[src/hdl/sched_cfg.svh]
// register-bank engine configuration
`ifndef SCHED_CFG_SVH
`define SCHED_CFG_SVH

// channel number width, 1 << bits requesters
`define SCHED_CHN_BITS 2

// bank address width, 1 << bits words
`define SCHED_ADDR_W 4

// data word width
`define SCHED_DATA_W 16

`endif

[src/hdl/sched_pkg.sv]
// register-bank engine types
`include "sched_cfg.svh"

package sched_pkg;

    typedef logic [`SCHED_CHN_BITS-1:0]      chn_t;     // channel number
    typedef logic [(1<<`SCHED_CHN_BITS)-1:0] chn_vec_t; // one bit per channel
    typedef logic [`SCHED_ADDR_W-1:0]        addr_t;    // bank word address
    typedef logic [`SCHED_DATA_W-1:0]        data_t;    // bank data word

    // command opcodes
    typedef logic [1:0] op_t;

    localparam op_t OP_READ  = 2'd0; // return stored word
    localparam op_t OP_WRITE = 2'd1; // store data, return it
    localparam op_t OP_ADD   = 2'd2; // store sum, return sum
    localparam op_t OP_XCHG  = 2'd3; // store data, return old word

    // result stage FSM
    typedef enum logic {
        IDLE, // arbitration enabled
        BUSY  // one command in flight
    } res_state_t;

endpackage

[src/hdl/sched_if.sv]
// command and response channels

// decode -> execute
interface cmd_if import sched_pkg::*; ();

    logic  valid; // one-cycle pulse
    chn_t  chn;   // owner of the command
    op_t   op;
    addr_t addr;
    data_t data;

    modport src (output valid, output chn, output op, output addr, output data);
    modport dst (input  valid, input  chn, input  op, input  addr, input  data);

endinterface

// execute -> result
interface rsp_if import sched_pkg::*; ();

    logic  valid; // one-cycle pulse
    chn_t  chn;   // channel to answer
    data_t rdata; // returned word

    modport src (output valid, output chn, output rdata);
    modport dst (input  valid, input  chn, input  rdata);

endinterface

[src/hdl/round_robin.sv]
// request arbiter, round-robin or fixed priority
module round_robin import sched_pkg::*; #(
    parameter int FIXED_PRIORITY = 0    // 0 round-robin, 1 channel 0 always first
) (
    input  logic     clk,
    input  logic     srst,
    input  chn_vec_t rq,                // request levels
    input  logic     en,                // arbitration enable, must drop after a grant
    output logic     grant,             // one-cycle pulse
    output chn_t     chn,               // last granted channel
    output chn_vec_t grant_chn          // one-hot grant pulse
);

    localparam int NCH = $bits(chn_vec_t);

    chn_t last_chn;                     // last served, lowest priority next time
    chn_t search_from;
    chn_t next_chn;
    logic any_rq;
    logic armed_r;                      // grant issued, waiting for en low
    logic pre_grant;

    // search starts one past this channel
    function automatic logic [$bits(chn_t):0] pick_next(chn_vec_t req, chn_t from);
        logic found;
        chn_t idx;
        chn_t win;
        found = 1'b0;
        win   = from;
        for (int i = 1; i <= NCH; i++) begin
            idx = chn_t'(from + i);     // wraps modulo channel count
            if (!found && req[idx]) begin
                found = 1'b1;
                win   = idx;
            end
        end
        return {found, win};
    endfunction

    assign search_from        = (FIXED_PRIORITY != 0) ? chn_t'(NCH - 1) : last_chn;
    assign {any_rq, next_chn} = pick_next(rq, search_from);
    assign pre_grant          = en && any_rq && !armed_r;
    assign chn                = last_chn;

    always_ff @(posedge clk) begin
        if (srst) begin
            last_chn  <= chn_t'(NCH - 1); // channel 0 wins first
            armed_r   <= 1'b0;
            grant     <= 1'b0;
            grant_chn <= '0;
        end else begin
            if (pre_grant)
                last_chn <= next_chn;
            if (!en)
                armed_r <= 1'b0;        // re-arm once en has been low
            else if (any_rq)
                armed_r <= 1'b1;
            grant     <= pre_grant;
            grant_chn <= pre_grant ? chn_vec_t'(1) << next_chn : '0;
        end
    end

endmodule

[src/hdl/cmd_decode.sv]
// command latch for the granted channel
module cmd_decode import sched_pkg::*; (
    input  logic clk,
    input  logic srst,
    input  logic grant,                 // arbiter pulse
    input  chn_t chn,                   // winner, valid with grant
    input  logic [$bits(chn_vec_t)*$bits(op_t)-1:0]   cmd_op,
    input  logic [$bits(chn_vec_t)*$bits(addr_t)-1:0] cmd_addr,
    input  logic [$bits(chn_vec_t)*$bits(data_t)-1:0] cmd_data,
    cmd_if.src   cmd
);

    localparam int OP_W   = $bits(op_t);
    localparam int ADDR_W = $bits(addr_t);
    localparam int DATA_W = $bits(data_t);

    op_t   op_sel;
    addr_t addr_sel;
    data_t data_sel;

    // slice out the winner's fields
    assign op_sel   = cmd_op[chn*OP_W +: OP_W];
    assign addr_sel = cmd_addr[chn*ADDR_W +: ADDR_W];
    assign data_sel = cmd_data[chn*DATA_W +: DATA_W];

    always_ff @(posedge clk) begin
        if (srst)
            cmd.valid <= 1'b0;
        else
            cmd.valid <= grant;         // one cycle behind the grant
    end

    // payload, held until the next grant
    always_ff @(posedge clk) begin
        if (grant) begin
            cmd.chn  <= chn;
            cmd.op   <= op_sel;
            cmd.addr <= addr_sel;
            cmd.data <= data_sel;
        end
    end

endmodule

[src/hdl/bank_execute.sv]
// register bank with read, write, add and exchange
module bank_execute import sched_pkg::*; (
    input  logic clk,
    input  logic srst,
    cmd_if.dst   cmd,
    rsp_if.src   rsp
);

    localparam int DEPTH = 1 << $bits(addr_t);

    data_t bank [DEPTH];
    data_t old_word;                    // current contents at cmd.addr
    data_t new_word;                    // value written back
    data_t ret_word;                    // value returned to the channel
    logic  wr_en;

    assign old_word = bank[cmd.addr];

    always_comb begin
        new_word = old_word;
        ret_word = old_word;
        wr_en    = 1'b0;
        unique case (cmd.op)
            OP_READ: ;                  // no change to the bank
            OP_WRITE: begin
                new_word = cmd.data;
                ret_word = cmd.data;
                wr_en    = 1'b1;
            end
            OP_ADD: begin
                new_word = old_word + cmd.data; // wraps to data width
                ret_word = old_word + cmd.data;
                wr_en    = 1'b1;
            end
            OP_XCHG: begin
                new_word = cmd.data;    // old word goes back
                wr_en    = 1'b1;
            end
        endcase
    end

    always_ff @(posedge clk) begin
        if (srst) begin
            for (int i = 0; i < DEPTH; i++)
                bank[i] <= '0;
            rsp.valid <= 1'b0;
        end else begin
            if (cmd.valid && wr_en)
                bank[cmd.addr] <= new_word;
            rsp.valid <= cmd.valid;     // exactly one cycle later
        end
    end

    always_ff @(posedge clk) begin
        if (cmd.valid) begin
            rsp.chn   <= cmd.chn;
            rsp.rdata <= ret_word;
        end
    end

endmodule

[src/hdl/result_route.sv]
// response demux and engine busy tracking
module result_route import sched_pkg::*; (
    input  logic     clk,
    input  logic     srst,
    input  logic     grant,             // command accepted by the arbiter
    rsp_if.dst       rsp,
    output chn_vec_t done,              // one-hot pulse to the owner
    output data_t    rdata,             // valid with done
    output logic     idle               // arbiter enable
);

    res_state_t state;
    res_state_t state_nxt;

    always_comb begin
        state_nxt = state;
        unique case (state)
            IDLE: if (grant)     state_nxt = BUSY;
            BUSY: if (rsp.valid) state_nxt = IDLE; // idle again while done is out
        endcase
    end

    assign idle = (state == IDLE);

    always_ff @(posedge clk) begin
        if (srst) begin
            state <= IDLE;
            done  <= '0;
        end else begin
            state <= state_nxt;
            done  <= rsp.valid ? chn_vec_t'(1) << rsp.chn : '0;
        end
    end

    // data word rides alongside done
    always_ff @(posedge clk) begin
        if (rsp.valid)
            rdata <= rsp.rdata;
    end

endmodule

[src/hdl/sched_top.sv]
// four-channel register-bank access engine
module sched_top import sched_pkg::*; #(
    parameter int FIXED_PRIORITY = 0    // arbiter mode
) (
    input  logic     clk,
    input  logic     srst,
    input  chn_vec_t req,               // request levels, one per channel
    input  logic [$bits(chn_vec_t)*$bits(op_t)-1:0]   cmd_op,
    input  logic [$bits(chn_vec_t)*$bits(addr_t)-1:0] cmd_addr,
    input  logic [$bits(chn_vec_t)*$bits(data_t)-1:0] cmd_data,
    output chn_vec_t done,              // one-hot completion pulse
    output data_t    rdata              // result, valid with done
);

    logic grant;
    chn_t grant_chn_num;
    logic idle;

    cmd_if i_cmd ();
    rsp_if i_rsp ();

    round_robin #(
        .FIXED_PRIORITY (FIXED_PRIORITY)
    ) i_round_robin (
        .clk       (clk),
        .srst      (srst),
        .rq        (req),
        .en        (idle),              // held low while a command is in flight
        .grant     (grant),
        .chn       (grant_chn_num),
        .grant_chn ()                   // one-hot form not needed here
    );

    cmd_decode i_cmd_decode (
        .clk      (clk),
        .srst     (srst),
        .grant    (grant),
        .chn      (grant_chn_num),
        .cmd_op   (cmd_op),
        .cmd_addr (cmd_addr),
        .cmd_data (cmd_data),
        .cmd      (i_cmd.src)
    );

    bank_execute i_bank_execute (
        .clk  (clk),
        .srst (srst),
        .cmd  (i_cmd.dst),
        .rsp  (i_rsp.src)
    );

    result_route i_result_route (
        .clk   (clk),
        .srst  (srst),
        .grant (grant),
        .rsp   (i_rsp.dst),
        .done  (done),
        .rdata (rdata),
        .idle  (idle)
    );

endmodule

[config.mk]
export PLATFORM = sky130hd
export DESIGN_NAME = sched_top
export DESIGN_NICKNAME = d
export VERILOG_FILES = /design/src/hdl/sched_pkg.sv /design/src/hdl/sched_if.sv /design/src/hdl/round_robin.sv /design/src/hdl/cmd_decode.sv /design/src/hdl/bank_execute.sv /design/src/hdl/result_route.sv /design/src/hdl/sched_top.sv
export VERILOG_INCLUDE_DIRS = /design/src /design/src/hdl
export SDC_FILE = /design/constraint.sdc
export NUM_CORES = 1
export LEC_CHECK = 0
export BUFFER_PORTS_ARGS = -buffer_cell sky130_fd_sc_hd__buf_2
export CORE_UTILIZATION = 41
export CTS_CLUSTER_SIZE = 10
export DETAILED_ROUTE_END_ITERATION = 6
export HOLD_SLACK_MARGIN = 0.03
export PLACE_DENSITY = 0.64
export SLEW_MARGIN = 20
export SYNTH_ARGS = -nofsm -noshare
export SYNTH_HDL_FRONTEND = slang
export SYNTH_SLANG_ARGS = --single-unit
[constraint.sdc]
create_clock -name clk -period 4.9 [get_ports clk]
set_input_delay 0.735 -clock clk [delete_from_list [all_inputs] [get_ports clk]]
set_output_delay 0.735 -clock clk [all_outputs]
set_load 0.02 [all_outputs]
==> After elaboration in Yosys (flattened, before gate mapping) <==
Memories as Yosys holds them, arrays and structs flattened. A register that Yosys moved wholly into a read port is not among the register bits.
Cells that the tools add are included.
{ "classes": {"eq_ne": 3, "reduce_logical": 17, "n_lt_le_gt_ge": 4, "n_shift": 4, "n_addsub": 5, "n_bitwise": 2, "n_mux": 31} }
{ "op_table": {"columns": ["operator", "count"], "rows": [
  ["one-hot mux 16 bit (2 select lines)", 2],
  ["variable part select 64 x 7 -> 16 bit", 1],
  ["2-to-1 mux 1 bit", 17],
  ["adder 16 bit", 1],
  ["2-to-1 mux 16 bit", 1],
  ["OR reduction 16 bit", 1],
  ["variable part select 16 x 5 -> 4 bit", 1],
  ["< comparator 2 x 3 -> 1 bit (second input constant)", 4],
  ["binary-select mux 1 bit (select 2 bit)", 4],
  ["2-to-1 mux 2 bit", 4],
  ["2-to-1 mux 4 bit", 2],
  ["variable part select 8 x 4 -> 2 bit", 1],
  ["logical AND 1 bit", 6],
  ["OR reduction 2 bit", 3],
  ["adder 2 x 1 -> 2 bit (second input constant)", 2],
  ["adder 2 bit (second input constant)", 2],
  ["equality test 2 bit (second input constant)", 2],
  ["zero test 1 bit", 4],
  ["nonzero test 4 bit", 1],
  ["<< shifter 1 x 2 -> 4 bit (first input constant)", 1],
  ["OR reduction 3 bit", 1],
  ["equality test 2 x 1 -> 1 bit (second input constant)", 1],
  ["inverter 1 bit", 2],
  ["one-hot mux 1 bit (2 select lines)", 1],
  ["AND reduction 2 bit", 1]
]} }
{ "totals": {"ff_bits": 69, "memories": 1, "in_bits": 94, "elab_cells": 81, "mem_bits_rw": 256, "output_inout_bits": 20} }
{ "memory_table": {"columns": ["name", "words", "word_bits", "rd", "rd_ports_with_merged_regs", "wr", "line", "text"], "rows": [
  ["i_bank_execute.bank", 16, 16, 1, 1, 16, "bank_execute.sv:11", "data_t bank [DEPTH];"]
]} }

==> Logic depth before layout (Yosys ltp) <==
{ "depth": {"depth_word": 16, "ltp_mapped": 14, "ltp_nobuf": 11} }

==> Modules after synthesis <==
A second synthesis with hierarchy kept.
{ "unflattened": {"hier_cells": 1025, "area_unflattened_um2": 15353.5} }
{ "modules_own_cells": {"columns": ["mod", "seq_area_each_um2", "instances", "area_each_um2", "cells_per_inst"], "rows": [
  ["bank_execute", 8247.9, 1, 13065.0, 908],
  ["cmd_decode", 740.7, 1, 1282.5, 52],
  ["result_route", 580.6, 1, 640.6, 29],
  ["round_robin", 160.2, 1, 365.4, 36]
]} }

==> Least setup slack after synthesis <==
No wires, ideal clock.
{ "synth_timing": {"kind": "register to register", "from": "reg (tool-made name)", "to": "mem i_bank_execute.bank[12][14] (netlist bit) (data pin)", "path_buffers": 3, "arrival_time_ps": 3990, "required_ps": 4633, "stages_incl_launch_ff": 15, "setup_slack_ps": 643, "cell_sequence": "dfxtp_1 -> clkbuf_1 -> clkbuf_1 -> mux4_2 -> mux4_2 -> ha_1 -> fa_1 -> a21oi_1 -> o21ai_0 -> a21oi_2 -> nor4_1 -> or3_1 -> a31oi_2 -> buf_2 -> nor3_1"} }
{ "synth_rtl": {"columns": ["item", "line"], "rows": [
  ["to (decl)", "bank_execute.sv:11"]
]} }

==> out/metrics.cfg <==
[drt]
drt_pass1_iterations=5
vias_per_cell=5.70
drc=0
drt_iter0_drc=957
drtAntennaViolNets=0
avgRoutedWirePerCell_um=22.9
drt-total-wl_um=39500
vias=9817

[sta]
setup_viol=0
rsz0062_at_grt=false
timing.slew.headroom_pct=25.6
skew_ns=0.0246
worst_pin_slew_ns=1.12
layout_setup_ws_ns=0.326
period_share_pct=93.3
timing.fmax_ghz=0.219
drv_slew=0
hold_viol_final=0
period_minus_slack_ns=4.57
setup_tns_ns=0

[synthesis]
synth_ff_type=edfxtp_1
synth_seq_cells=329
yosys.area.top_type_share_pct=61.0
synth_fp_nets=1193
ys_async_sr_fraction_pct=0
ys_top_cells_by_area=edfxtp_1 (61%), mux4_2 (15%), nor2_1 (6.2%)
syn_area_um2=15400
synth_warnings=0
yosysTopAreaCell=edfxtp_1
synth_edf_count=314
syn_inst=1078
avgSynthCellArea_um2=14.3
yosys.cell_types.count=57
yosysSeqAreaShare_pct=63.0

[grt]
grt_max_degree=35
grt_pass1_vias=9666
grtUsageTotal_pct=21.0
gr-total-overflow=0
grt_pass1_wl_um=59800
antenna_found_initial=0

[floorplanning]
core_um2=36900
die_width_um=196
dieArea_um2=38500
die_y_um=196
fp-row-count=70
io_pins=114
start_util_pct=41.9

[cells_and_area]
num-fill-cells=3160
finalNetCount=1315
drive_gt1_share_pct=28.7
final_cell_mix=edfxtp_1 (314), nor2_1 (256), buf_2 (113), mux4_2 (102), buf_4 (44)
area_growth_pct=15.7
final_common_cell=edfxtp_1
diodes=0
fin_area_um2=17900
final_util_pct=48.5

[clocking]
cts_hold_buf=0
cts.sinks=329
cts_buffer_depth=3
htree_levels=2
clk_pin_slew_ns=0.06
clk_latency_ns=0.53
cts_tree=built
cts-root-buf=clkbuf_16
postCtsSetupBuffers=0
cts_buffers=39
cts_resized=0

[status]
status=finished clean

[power]
leakagePower_nw=6.36
p_per_area_nw_per_um2=432
ir_worst_vdd_mv=0.264
power_mw=7.72

[setup_path]
cp_max_fo=16
regToRegSetupSlack_ns=0.33
slowest_delay_ns=0.57
arrival_ns=4.81
cp_slowest_cell=mux4_2
crit_type=reg2reg
r2r_cells=13
critical_path.cell_chain=buf_12 -> buf_12 -> mux4_2 -> mux4_2 -> ha_1 -> a21oi_2 -> o21bai_1 -> a21o_1 -> a221o_1 -> or3_1 -> a31oi_2 -> buf_4 -> nor3_1
critPathRequiredTime_ns=5.13
timing.rr.end=i_bank_execute.bank[1][14]
startpoint_type=register
end_kind=register

[placed_design]
placedInstanceArea_um2=16800
io_buffers=113
hpwlAfterDp_um=26600
dp_slack_ns=0.264
place_congestion=0.857

[flow_run]
drv_cap=0

[min_path]
hold_depth=0
worstHoldStart=i_bank_execute.rsp.rdata[2]
whs_endpoint=i_result_route.rdata[2]
hp-class=reg2reg

[power breakdown]
group	switching [mW]	leakage [nW]	internal (mW)	total [mW]
registers	0.121	3.30	3.23	3.35
clock network	1.10	0.530	1.48	2.59
logic	1.06	2.53	0.722	1.78
[Yosys cell counts, drive strengths merged (4+ instances only)]
library cell / instances
edfxtp: 314
nor2: 257
mux4: 102
a21oi: 52
clkbuf: 49
nand2: 40
buf: 35
o21ai: 23
nor3: 22
ha: 20
nand2b: 18
dfxtp: 15
nand3: 14
inv: 10
a31oi: 9
a221o: 8
nor4: 8
a22oi: 7
xnor2: 7
o21bai: 6
mux2: 5
nor2b: 5
a21o: 4
o21a: 4
or3: 4
[area by class of cell]
type	instances	area (µm²)	area share, %
Timing Repair Buffer	165	1060	5.91
Sequential cell	329	9740	54.5
Multi-Input combinational cell	653	5300	29.6
Clock inverter	5	66.3	0.371
Tap cell	504	631	3.53
Inverter	12	45.0	0.252
Clock buffer	55	1050	5.85
[critical path, delay by kind of cell, from the launching register on]
kind                       cells  cell delay (ns)
AOI/OAI and AO/OA              5             1.19
muxes                          2             1.07
buffers and inverters          3             0.66
DFF                            1             0.48
and+or+nand+nor                2             0.47
adders and majority gates      1             0.39
[per-stage QoR]
step	std cells	hold WS [ns]
final	1723	0.420
after floorplan	1078	0.400
after detailed placement	1663	0.405
after global routing	1723	0.423
after global placement	1663	0.402
after CTS	1723	0.421
[state kept, by name (all words and copies together) (netlist names), named ones only]
| signal | cells |
|---|---|
| i_cmd_decode.cmd.chn | 2 |
| i_round_robin.grant | 1 |
| i_bank_execute.rsp.chn | 2 |
| i_result_route.done | 4 |
| i_round_robin.armed_r | 1 |
| i_cmd_decode.cmd.op | 2 |
| i_round_robin.chn | 2 |
| i_cmd_decode.cmd.valid | 1 |
| i_result_route.state | 1 |
| i_bank_execute.rsp.rdata | 16 |
| i_cmd_decode.cmd.addr | 4 |
| i_cmd_decode.cmd.data | 16 |
| i_bank_execute.rsp.valid | 1 |
| i_bank_execute.bank | 256 |
| i_result_route.rdata | 16 |
[cell families (layout without fill, tap and decap cells)]
logic type      after synthesis  count (layout)  share of synthesized area (%)
xor+xnor                      9               9                          0.510
simple gates                379             379                           10.4
mux                         110             110                           15.4
compound gates              134             134                           6.17
flops                       329             329                           63.0
buf+inv                      96             237                           2.80
fa+ha+maj                    21              21                           1.75
[worst max-delay path by stage]
stage	endpoint	startpoint	slack, ns	depth (start not counted)
global placement	i_bank_execute.bank[2][15]	register	0.38	12
CTS	i_bank_execute.bank[15][12]	register	0.16	12
finish	i_bank_execute.bank[1][14]	register	0.33	13
floorplan	i_bank_execute.bank[12][14]	register	0.64	14
detailed placement	i_bank_execute.bank[15][12]	register	0.26	12
global route	i_bank_execute.bank[15][12]	register	0.07	12
[metal layers]
metal / global-route usage (%) / vias to the layer above / part of all wire, %
met5: 0 / - / 0
met4: 7.00 / 0 / 3.1
met3: 4.06 / 82 / 8.4
met2: 34.7 / 467 / 49
met1: 27.8 / 4923 / 40
li1: - / 4345 / -
No activity file was read; power rests on OpenSTA's default activity.
